## config.mk

```make
export PLATFORM = sky130hd
export DESIGN_NAME = obi_wb_soc
export DESIGN_NICKNAME = d
export VERILOG_FILES = /design/src/wb_pkg.sv /design/src/obi_pkg.sv /design/src/obi_wb_soc.sv /design/src/wb_gpio.sv /design/src/wb_sram.sv /design/src/wb_intercon.sv /design/src/obi_wb_bridge.sv
export VERILOG_INCLUDE_DIRS = /design/src /design/src/src
export SDC_FILE = /design/constraint.sdc
export NUM_CORES = 1
export LEC_CHECK = 0
export ABC_AREA = 1
export BUFFER_PORTS_ARGS = -buffer_cell sky130_fd_sc_hd__buf_2
export CAP_MARGIN = 20
export CORE_ASPECT_RATIO = 1.1
export CORE_MARGIN = 2
export CORE_UTILIZATION = 42
export DETAILED_ROUTE_END_ITERATION = 10
export HOLD_SLACK_MARGIN = 0.05
export PLACE_DENSITY = 0.63
export RECOVER_POWER = 100
export SETUP_SLACK_MARGIN = 0.5
export SLEW_MARGIN = 20
export SYNTH_ARGS = -nofsm -noshare
export SYNTH_HDL_FRONTEND = slang
export SYNTH_SLANG_ARGS = --single-unit
```

## constraint.sdc

```tcl
create_clock -name obi_clk_i -period 4.6 [get_ports obi_clk_i]
set_input_delay 0.46 -clock obi_clk_i [delete_from_list [all_inputs] [get_ports obi_clk_i]]
set_output_delay 0.46 -clock obi_clk_i [all_outputs]
set_load 0.05 [all_outputs]
```

## src/bridge_consts.svh

```systemverilog
`ifndef BRIDGE_CONSTS_SVH
`define BRIDGE_CONSTS_SVH

// OBI side is byte addressed with a full 32-bit data word
`define OBI_ADDR_W 32
`define OBI_DATA_W 32

// Wishbone carries word addresses, so the two low byte bits are dropped
`define WB_ADDR_W 30

`define SRAM_DEPTH 16            // Number of 32-bit words in the SRAM
`define SRAM_BASE_WADDR 0        // SRAM starts at word 0
`define GPIO_BASE_WADDR 30'h400  // Byte address 0x1000, OUT at offset 0 and IN at offset 1
`define GPIO_W 8                 // GPIO pin count

`define SRAM_WAIT_DEFAULT 2      // Extra cycles before the SRAM acknowledges

// Read value returned by the interconnect when no slave matches
`define UNMAPPED_RDATA 32'hBAD0_ADD0

`endif
```

## src/wb_pkg.sv

```systemverilog
`default_nettype none

`include "bridge_consts.svh"

package wb_pkg;

    typedef logic [`WB_ADDR_W-1:0]      wb_addr_t;  // Word address
    typedef logic [`OBI_DATA_W-1:0]     wb_data_t;  // Data word, same width as OBI
    typedef logic [`OBI_DATA_W/8-1:0]   wb_sel_t;   // Byte select
    typedef logic [`GPIO_W-1:0]         gpio_t;     // GPIO pin vector

    // Wishbone master side of the bridge
    typedef enum logic [1:0] {
        WB_IDLE,    // No cycle on the bus
        WB_AWAIT,   // Cycle open, waiting for ack
        WB_ACK      // Ack taken, response being returned
    } wb_state_e;

    // Target picked by the address decoder
    typedef enum logic [1:0] {
        SLV_SRAM,
        SLV_GPIO,
        SLV_NONE    // Answered by the interconnect itself
    } wb_slave_e;

endpackage

`default_nettype wire

```

## src/obi_pkg.sv

```systemverilog
`default_nettype none

`include "bridge_consts.svh"

package obi_pkg;

    typedef logic [`OBI_ADDR_W-1:0]     obi_addr_t;  // Byte address from the master
    typedef logic [`OBI_DATA_W-1:0]     obi_data_t;  // Read and write data word
    typedef logic [`OBI_DATA_W/8-1:0]   obi_be_t;    // One enable per data byte

    // Bridge side of the OBI handshake
    typedef enum logic [1:0] {
        OBI_IDLE,   // Waiting for a request
        OBI_GNT,    // Request granted, Wishbone cycle running
        OBI_AWAIT,  // Still waiting for the slave acknowledge
        OBI_VALID   // Response handed back to the master
    } obi_state_e;

endpackage

`default_nettype wire

```

## src/obi_wb_soc.sv

```systemverilog
`timescale 1ns/1ns
`default_nettype none

`include "bridge_consts.svh"

module obi_wb_soc
    import obi_pkg::*;
    import wb_pkg::*;
(
    input  wire         obi_clk_i,
    input  wire         soc_rst_ni,
    input  wire         obi_req_i,
    output logic        obi_gnt_o,
    input  obi_addr_t   obi_addr_i,
    input  wire         obi_wr_en_i,
    input  obi_be_t     obi_byte_en_i,
    input  obi_data_t   obi_wdata_i,
    output logic        obi_rvalid_o,
    output obi_data_t   obi_rdata_o,
    input  gpio_t       gpio_i,
    output gpio_t       gpio_o
);

    logic       wb_cyc;     // Bridge to interconnect, shared by the slaves
    logic       wb_stb;
    wb_addr_t   wb_addr;
    wb_data_t   wb_wdata;
    logic       wb_we;
    wb_sel_t    wb_sel;
    logic       wb_ack;
    wb_data_t   wb_rdata;
    logic       stb_sram;   // Per-slave strobe and response
    logic       ack_sram;
    wb_data_t   rdata_sram;
    logic       stb_gpio;
    logic       ack_gpio;
    wb_data_t   rdata_gpio;

    obi_wb_bridge obi_wb_bridge_inst (
        .obi_clk_i(obi_clk_i), .soc_rst_ni(soc_rst_ni),
        .obi_req_i(obi_req_i), .obi_gnt_o(obi_gnt_o), .obi_addr_i(obi_addr_i),
        .obi_wr_en_i(obi_wr_en_i), .obi_byte_en_i(obi_byte_en_i),
        .obi_wdata_i(obi_wdata_i), .obi_rvalid_o(obi_rvalid_o), .obi_rdata_o(obi_rdata_o),
        .wb_cyc_o(wb_cyc), .wb_stb_o(wb_stb), .wb_addr_o(wb_addr), .wb_wdata_o(wb_wdata),
        .wb_we_o(wb_we), .wb_sel_o(wb_sel), .wb_ack_i(wb_ack), .wb_rdata_i(wb_rdata)
    );

    wb_intercon wb_intercon_inst (
        .obi_clk_i(obi_clk_i), .soc_rst_ni(soc_rst_ni),
        .wb_cyc_i(wb_cyc), .wb_stb_i(wb_stb), .wb_addr_i(wb_addr), .wb_we_i(wb_we),
        .wb_ack_o(wb_ack), .wb_rdata_o(wb_rdata),
        .wb_stb_sram_o(stb_sram), .wb_stb_gpio_o(stb_gpio),
        .wb_ack_sram_i(ack_sram), .wb_rdata_sram_i(rdata_sram),
        .wb_ack_gpio_i(ack_gpio), .wb_rdata_gpio_i(rdata_gpio)
    );

    wb_sram #(.WAIT_CYCLES(`SRAM_WAIT_DEFAULT)) wb_sram_inst (
        .obi_clk_i(obi_clk_i), .soc_rst_ni(soc_rst_ni),
        .wb_cyc_i(wb_cyc), .wb_stb_i(stb_sram), .wb_addr_i(wb_addr),
        .wb_wdata_i(wb_wdata), .wb_we_i(wb_we), .wb_sel_i(wb_sel),
        .wb_ack_o(ack_sram), .wb_rdata_o(rdata_sram)
    );

    wb_gpio wb_gpio_inst (
        .obi_clk_i(obi_clk_i), .soc_rst_ni(soc_rst_ni),
        .wb_cyc_i(wb_cyc), .wb_stb_i(stb_gpio), .wb_addr_i(wb_addr),
        .wb_wdata_i(wb_wdata), .wb_we_i(wb_we), .wb_sel_i(wb_sel),
        .wb_ack_o(ack_gpio), .wb_rdata_o(rdata_gpio),
        .gpio_i(gpio_i), .gpio_o(gpio_o)
    );

endmodule

`default_nettype wire

```

## src/wb_gpio.sv

```systemverilog
`timescale 1ns/1ns
`default_nettype none

`include "bridge_consts.svh"

module wb_gpio
    import wb_pkg::*;
(
    input  wire         obi_clk_i,
    input  wire         soc_rst_ni,
    input  wire         wb_cyc_i,
    input  wire         wb_stb_i,
    input  wb_addr_t    wb_addr_i,
    input  wb_data_t    wb_wdata_i,
    input  wire         wb_we_i,
    input  wb_sel_t     wb_sel_i,
    output logic        wb_ack_o,
    output wb_data_t    wb_rdata_o,
    input  gpio_t       gpio_i,         // Asynchronous pins
    output gpio_t       gpio_o
);

    gpio_t  gpio_meta;                  // First synchronizer stage
    gpio_t  gpio_in_q;                  // GPIO_IN register
    logic   take;                       // Edge that raises ack
    logic   sel_in;                     // Offset 1 addresses GPIO_IN

    assign sel_in = wb_addr_i[0];
    assign take   = wb_cyc_i && wb_stb_i && !wb_ack_o;

    always_ff @(posedge obi_clk_i or negedge soc_rst_ni) begin
        if (!soc_rst_ni) begin
            wb_ack_o  <= 1'b0;
            gpio_o    <= '0;
            gpio_meta <= '0;
            gpio_in_q <= '0;
        end else begin
            wb_ack_o  <= take;          // Ack in the second strobe cycle
            gpio_meta <= gpio_i;
            gpio_in_q <= gpio_meta;
            // GPIO_IN ignores writes
            if (take && wb_we_i && !sel_in && wb_sel_i[0]) begin
                gpio_o <= wb_wdata_i[`GPIO_W-1:0];
            end
        end
    end

    always_comb begin
        wb_rdata_o = '0;
        if (wb_ack_o && !wb_we_i) begin
            // Upper bits stay zero
            wb_rdata_o[`GPIO_W-1:0] = sel_in ? gpio_in_q : gpio_o;
        end
    end

endmodule

`default_nettype wire

```

## src/wb_sram.sv

```systemverilog
`timescale 1ns/1ns
`default_nettype none

`include "bridge_consts.svh"

module wb_sram
    import wb_pkg::*;
#(
    parameter int unsigned WAIT_CYCLES = `SRAM_WAIT_DEFAULT    // 0 to 7
) (
    input  wire         obi_clk_i,
    input  wire         soc_rst_ni,
    input  wire         wb_cyc_i,
    input  wire         wb_stb_i,
    input  wb_addr_t    wb_addr_i,
    input  wb_data_t    wb_wdata_i,
    input  wire         wb_we_i,
    input  wb_sel_t     wb_sel_i,
    output logic        wb_ack_o,
    output wb_data_t    wb_rdata_o
);

    localparam int AW = $clog2(`SRAM_DEPTH);    // Word index width

    wb_data_t           mem [`SRAM_DEPTH];
    logic [2:0]         wait_cnt;               // Strobe cycles seen so far
    logic               ready;                  // Counter has reached the wait count
    logic [AW-1:0]      idx;

    assign idx   = wb_addr_i[AW-1:0];
    assign ready = wb_cyc_i && wb_stb_i && !wb_ack_o && (wait_cnt == 3'(WAIT_CYCLES));

    always_ff @(posedge obi_clk_i or negedge soc_rst_ni) begin
        if (!soc_rst_ni) begin
            wait_cnt <= '0;
            wb_ack_o <= 1'b0;
        end else begin
            if (!(wb_cyc_i && wb_stb_i) || wb_ack_o) begin
                wait_cnt <= '0;                 // Restart for the next cycle
            end else if (wait_cnt != 3'(WAIT_CYCLES)) begin
                wait_cnt <= wait_cnt + 3'd1;
            end
            wb_ack_o <= ready;                  // Single-cycle acknowledge
        end
    end

    // The write lands on the edge that raises ack
    always_ff @(posedge obi_clk_i) begin
        if (ready && wb_we_i) begin
            for (int b = 0; b < $bits(wb_sel_t); b++) begin
                if (wb_sel_i[b]) begin
                    mem[idx][8*b +: 8] <= wb_wdata_i[8*b +: 8];
                end
            end
        end
    end

    // Read data only while ack is up
    assign wb_rdata_o = (wb_ack_o && !wb_we_i) ? mem[idx] : '0;

endmodule

`default_nettype wire

```

## src/wb_intercon.sv

```systemverilog
`timescale 1ns/1ns
`default_nettype none

`include "bridge_consts.svh"

module wb_intercon
    import wb_pkg::*;
(
    input  wire         obi_clk_i,
    input  wire         soc_rst_ni,

    input  wire         wb_cyc_i,           // From the bridge
    input  wire         wb_stb_i,
    input  wb_addr_t    wb_addr_i,
    input  wire         wb_we_i,
    output logic        wb_ack_o,           // Back to the bridge
    output wb_data_t    wb_rdata_o,

    output logic        wb_stb_sram_o,      // Per-slave strobes
    output logic        wb_stb_gpio_o,
    input  wire         wb_ack_sram_i,
    input  wb_data_t    wb_rdata_sram_i,
    input  wire         wb_ack_gpio_i,
    input  wb_data_t    wb_rdata_gpio_i
);

    wb_slave_e  slave;
    wb_addr_t   sram_off;                   // Offset into the SRAM window
    wb_addr_t   gpio_off;                   // Offset into the GPIO window
    logic       active;
    logic       none_ack;                   // Unmapped responder flop

    assign sram_off = wb_addr_i - wb_addr_t'(`SRAM_BASE_WADDR);
    assign gpio_off = wb_addr_i - wb_addr_t'(`GPIO_BASE_WADDR);

    always_comb begin
        if (sram_off < wb_addr_t'(`SRAM_DEPTH)) begin
            slave = SLV_SRAM;
        end else if (gpio_off < wb_addr_t'(2)) begin
            slave = SLV_GPIO;                // GPIO_OUT and GPIO_IN
        end else begin
            slave = SLV_NONE;
        end
    end

    assign active        = wb_cyc_i && wb_stb_i;
    assign wb_stb_sram_o = active && (slave == SLV_SRAM);
    assign wb_stb_gpio_o = active && (slave == SLV_GPIO);

    // Acks unmapped cycles in their second cycle, then drops with the strobe
    always_ff @(posedge obi_clk_i or negedge soc_rst_ni) begin
        if (!soc_rst_ni) begin
            none_ack <= 1'b0;
        end else begin
            none_ack <= active && (slave == SLV_NONE) && !none_ack;
        end
    end

    always_comb begin
        case (slave)
            SLV_SRAM: begin
                wb_ack_o   = wb_ack_sram_i;
                wb_rdata_o = wb_rdata_sram_i;
            end
            SLV_GPIO: begin
                wb_ack_o   = wb_ack_gpio_i;
                wb_rdata_o = wb_rdata_gpio_i;
            end
            default: begin
                wb_ack_o   = none_ack;
                wb_rdata_o = (none_ack && !wb_we_i) ? wb_data_t'(`UNMAPPED_RDATA) : '0;
            end
        endcase
    end

endmodule

`default_nettype wire

```

## src/obi_wb_bridge.sv

```systemverilog
`timescale 1ns/1ns
`default_nettype none

`include "bridge_consts.svh"

module obi_wb_bridge
    import obi_pkg::*;
    import wb_pkg::*;
(
    input  wire         obi_clk_i,      // Single clock for both bus sides
    input  wire         soc_rst_ni,     // Asynchronous active-low reset

    input  wire         obi_req_i,      // Master request, payload valid while high
    output logic        obi_gnt_o,      // One-cycle grant
    input  obi_addr_t   obi_addr_i,     // Byte address
    input  wire         obi_wr_en_i,    // High for a write
    input  obi_be_t     obi_byte_en_i,  // Byte enables
    input  obi_data_t   obi_wdata_i,    // Write data
    output logic        obi_rvalid_o,   // One-cycle end-of-transaction pulse
    output obi_data_t   obi_rdata_o,    // Read data, zero after a write

    output logic        wb_cyc_o,       // Cycle, rises and falls with stb
    output logic        wb_stb_o,       // Strobe
    output wb_addr_t    wb_addr_o,      // Word address
    output wb_data_t    wb_wdata_o,     // Write data
    output logic        wb_we_o,        // Write enable
    output wb_sel_t     wb_sel_o,       // Byte select
    input  wire         wb_ack_i,       // Slave acknowledge
    input  wb_data_t    wb_rdata_i      // Slave read data
);

    obi_state_e obi_state;
    obi_state_e obi_state_nxt;
    wb_state_e  wb_state;
    logic       accept;                 // Request taken on this edge
    logic       wb_done;                // Acknowledge taken on this edge

    // A request is only taken when both machines are idle
    assign accept  = obi_req_i && (obi_state == OBI_IDLE) && (wb_state == WB_IDLE);
    assign wb_done = (wb_state == WB_AWAIT) && wb_ack_i;

    always_ff @(posedge obi_clk_i or negedge soc_rst_ni) begin
        if (!soc_rst_ni) begin
            obi_state <= OBI_IDLE;
        end else begin
            obi_state <= obi_state_nxt;
        end
    end

    always_comb begin
        obi_state_nxt = obi_state;              // Hold by default
        case (obi_state)
            OBI_IDLE: begin
                if (accept) begin
                    obi_state_nxt = OBI_GNT;    // Grant shows in the next cycle
                end
            end
            OBI_GNT: begin
                obi_state_nxt = wb_done ? OBI_VALID : OBI_AWAIT;
            end
            OBI_AWAIT: begin
                if (wb_done) begin
                    obi_state_nxt = OBI_VALID;  // Slave may stall here for any time
                end
            end
            OBI_VALID: begin
                obi_state_nxt = OBI_IDLE;       // rvalid lasts one cycle
            end
            default: begin
                obi_state_nxt = OBI_IDLE;
            end
        endcase
    end

    assign obi_gnt_o    = (obi_state == OBI_GNT);   // Decoded straight from the state
    assign obi_rvalid_o = (obi_state == OBI_VALID);

    // Wishbone control, opened on accept and closed on the acknowledge
    always_ff @(posedge obi_clk_i or negedge soc_rst_ni) begin
        if (!soc_rst_ni) begin
            wb_state <= WB_IDLE;
            wb_cyc_o <= 1'b0;
            wb_stb_o <= 1'b0;
            wb_we_o  <= 1'b0;
            wb_sel_o <= '0;
        end else begin
            case (wb_state)
                WB_IDLE: begin
                    if (accept) begin
                        wb_state <= WB_AWAIT;
                        wb_cyc_o <= 1'b1;           // cyc and stb rise together
                        wb_stb_o <= 1'b1;
                        wb_we_o  <= obi_wr_en_i;
                        wb_sel_o <= obi_byte_en_i;
                    end
                end
                WB_AWAIT: begin
                    if (wb_ack_i) begin
                        wb_state <= WB_ACK;
                        wb_cyc_o <= 1'b0;           // Cycle ends on the ack edge
                        wb_stb_o <= 1'b0;
                        wb_we_o  <= 1'b0;
                        wb_sel_o <= '0;
                    end
                end
                WB_ACK: begin
                    wb_state <= WB_IDLE;            // Lines up with OBI_VALID
                end
                default: begin
                    wb_state <= WB_IDLE;
                end
            endcase
        end
    end

    // Address and data registers
    always_ff @(posedge obi_clk_i) begin
        if (accept) begin
            wb_addr_o  <= obi_addr_i[`OBI_ADDR_W-1:2];  // Byte to word address
            wb_wdata_o <= obi_wdata_i;
        end
        if (wb_done) begin
            obi_rdata_o <= wb_we_o ? '0 : wb_rdata_i;   // Writes return zero
        end
    end

endmodule

`default_nettype wire

```

==> results.yml <==
setup_path:
  required_ps: 4810
  path_class: "flip-flop to flip-flop"
  end_kind: "flip-flop"
  worstSetupStartpointType: "flip-flop"
  regToRegStartpoint: "obi_wb_bridge_inst.wb_addr_o[16]"
  crit_start: "obi_wb_bridge_inst.wb_addr_o[16]"
  arrival_ps: 4020
  cp_max_fo: 16
finish:
  diodes: 0
  final_layout_size_suffix_gt1_frac: 0.09257
  syn2layout_area_growth_pct: 14.76
  multi_input_area_sq_um: 5568
  regArea_sq_um: 19290
  fillCellCount: 5316
  nets: 2179
timing:
  rsz0062_at_grt: "no"
  min_period_ps: 3809
  slew_headroom: -0.4436
  finalHoldViolCount: 0
  finalWorstSetupSlack_ps: 791.4
  fin_setup_tns_ps: 0
  finalCritPeriodShare: 0.8280
  setup_violations: 0
  worst_pin_slew_ps: 2165
  slew_violations: 41
  fmax_mhz: 262.6
  fin_skew_ps: 23.99
power:
  p_int_w: 0.01084
  seqPwrFrac: 0.472
  p_leak_nw: 10.62
  p_per_area_nw_per_um2: 519.8
  swShare: 0.3024
  p_comb_frac: 0.200
  clkPwrFrac: 0.329
  p_switching_w: 0.004699
  ir_worst_vdd_mv: 0.3521
global_routing:
  grt_pass1_wl_um: 88960
  antenna_found_initial: 0
  grt_max_degree: 132
  track_usage: 0.1834
  gr-total-overflow: 0
  grt_pass1_vias: 15659
logic_synthesis:
  syn_avg_cell_area_sq_um: 13.53
  ys_seq_elements: 650
  postSynthCellCount: 1926
  synth-edff-count: 606
  synthesis.area_sq_um: 26050
  synth_area_leaders: "edfxtp_1 70%, mux2i_1 5.0%, o21ai_0 4.7%"
  yosys.area.top_type_share: 0.6985
  ys_types: 37
  yosys.area.top_type: "edfxtp_1"
  synthTopCellsByCount: "606 x edfxtp_1, 245 x o21ai_0, 192 x nand2_1"
  ys_seq_area_frac: 0.7400
  yosys_warnings: 0
  yosysMostFrequentCell: "edfxtp_1"
  syn-num-nets: 2013
  async_reset_ff_frac: 0.06154
  synthFlopType: "edfxtp_1"
floorplan:
  io-pin-count: 122
  rows: 95
  die_area_sq_um: 64040
  design.core.area_sq_um: 61220
  die_h_um: 265.2
  start_util: 0.4256
  die_x_um: 241.5
detailed_routing:
  vias: 15473
  drt_iter0_markers: 1260
  ant_nets: 0
  routed_wl_um: 58160
  drt_pre_antenna_iters: 5
  wire_per_inst_um: 19.63
  via_per_inst: 5.222
  drc: 0
clocking:
  cts.sinks: 650
  clockBufferDepth: 3
  cts_made_buffers: 67
  htree_levels: 3
  clock_latency_ps: 590
  clk_pin_slew_ps: 60
  cts_tree: "built"
  root_buffer: "clkbuf_16"
flow_run:
  drv_cap: 1
place:
  dpl.hpwl_um: 34900
  place.gp.congestion: 0.8414
  dp_worst_setup_slack_ps: 1325
  io_buffer_count: 119
run_status:
  run_status: "finished with violations"
  violations: "capacitance limit, slew limit"
worst_hold_path:
  hp-start: "obi_wdata_i[28]"
  hold_class: "input pin to flip-flop"
==> area by class of cell <==
type | count | share of cell area
Timing Repair Buffer | 199 | 0.04394
Multi-Input combinational cell | 998 | 0.1862
Sequential cell | 650 | 0.6451
Clock inverter | 27 | 0.006068
Tap cell | 824 | 0.03448
Inverter | 176 | 0.02214
Clock buffer | 89 | 0.06202
==> path summary, 6_finish.rpt <==
kind                                                     endpoint  slack [ps]  depth (start not counted)
worst max-delay path                      wb_sram_inst.mem[3][17]         790                         11
max in group asynchronous                wb_sram_inst.wait_cnt[1]        2310                          2
worst min register to register          wb_gpio_inst.gpio_in_q[7]         350                          0
worst max register to register            wb_sram_inst.mem[3][17]         790                         11
worst min-delay path            obi_wb_bridge_inst.wb_wdata_o[28]          80                          1
min in group asynchronous               wb_gpio_inst.gpio_in_q[6]        1040                          2
==> placed cells by master (no fill, tap or decap), types with 2 or more instances in the layout <==
cell type / n
buf_12: 4
dlygate4sd3_1: 60
clkbuf_16: 71
dfrtp_1: 40
buf_4: 12
o21ai_0: 251
mux2i_1: 130
inv_1: 170
nand2_1: 194
inv_2: 4
nand2_2: 6
clkinv_1: 14
nand4_1: 6
nor2_2: 7
nand3_2: 3
inv_6: 2
bufinv_16: 2
clkinvlp_4: 2
clkbuf_1: 75
clkinv_2: 9
edfxtp_1: 606
buf_2: 64
nand3_1: 42
o21ai_1: 6
nor2_4: 2
o21ai_2: 2
o211ai_1: 57
a31oi_1: 14
nor3_1: 3
and2_1: 2
ha_1: 7
a21oi_1: 132
dfxtp_4: 2
o311ai_0: 3
nor2_1: 124
==> through the flow <==
stage          instance area [sq um]  power, W  instances  hold slack [ps]    util
2_1_floorplan                  26050  0.009538       1926            164.4       -
3_3_place_gp                   27450   0.01050       2787            335.1  0.4485
3_5_place_dp                   27460   0.01056       2787            336.4  0.4485
4_1_cts                        30090   0.01570       2963            52.69  0.4916
5_1_grt                        29900   0.01628       2963            62.71  0.4884
6_report                       29900   0.01554       2963            79.80  0.4884
==> state kept, by name, indices dropped and copies added (netlist names), named ones only <==
register,cells
wb_gpio_inst.gpio_in_q,8
obi_wb_bridge_inst.wb_addr_o,30
obi_wb_bridge_inst.wb_we_o,1
wb_sram_inst.mem,512
obi_wb_bridge_inst.obi_rdata_o,32
obi_wb_bridge_inst.wb_cyc_o,1
wb_sram_inst.wb_ack_o,1
wb_sram_inst.wait_cnt,3
wb_gpio_inst.gpio_meta,8
wb_intercon_inst.none_ack,1
obi_wb_bridge_inst.wb_state,2
obi_wb_bridge_inst.wb_sel_o,4
obi_wb_bridge_inst.wb_wdata_o,32
wb_gpio_inst.gpio_o,8
obi_wb_bridge_inst.obi_state,2
wb_gpio_inst.wb_ack_o,1
==> repair_timing <==
| item | CTS | global route |
|---|---|---|
| endpoints found under the setup margin | 0 | 0 |
| setup buffers | 0 | 0 |
| hold buffers | 60 | 0 |
| endpoints found under the hold margin | 99 | 0 |
| resized for setup | 0 | 0 |
==> per-layer routing <==
layer  global-route usage  share of wire
met2               0.3079           0.49
met5                    0              0
met3              0.03778          0.067
met4              0.06940          0.028
met1               0.2339           0.41
==> power by group through the flow <==
| stage | Clock [W] | Combinational (W) | Sequential [W] |
|---|---|---|---|
| CTS | 0.00520 | 0.00316 | 0.00734 |
| detailed placement | 0 | 0.00310 | 0.00746 |
| finish | 0.00511 | 0.00311 | 0.00733 |
| global placement | 0 | 0.00306 | 0.00744 |
| global route | 0.00545 | 0.00345 | 0.00738 |
| floorplan | 0 | 0.00214 | 0.00740 |
==> cell families (layout without fill, tap and decap cells) <==
logic type | count (synthesis) | in the layout | synth area share
DFF | 650 | 650 | 0.7400
AOI/OAI and AO/OA | 466 | 466 | 0.09735
and+or+nand+nor | 394 | 394 | 0.06662
buffers and inverters | 278 | 491 | 0.04236
muxes | 130 | 130 | 0.04995
adders and majority gates | 7 | 7 | 0.003362
xor gates and xnor gates | 1 | 1 | 0.0003363
==> worst max-delay path, cell delays in order, from the launching register on <==
cell	delay [ps]
edfxtp_1	430
nor2_1	180
nand2_1	100
nor2_1	160
nand4_2	110
nor4_1	550
nand2_2	100
nor2_1	140
inv_2	90
nor3_4	200
nand2_1	410
nor2_1	930
No activity file was read; power rests on OpenSTA's default activity.
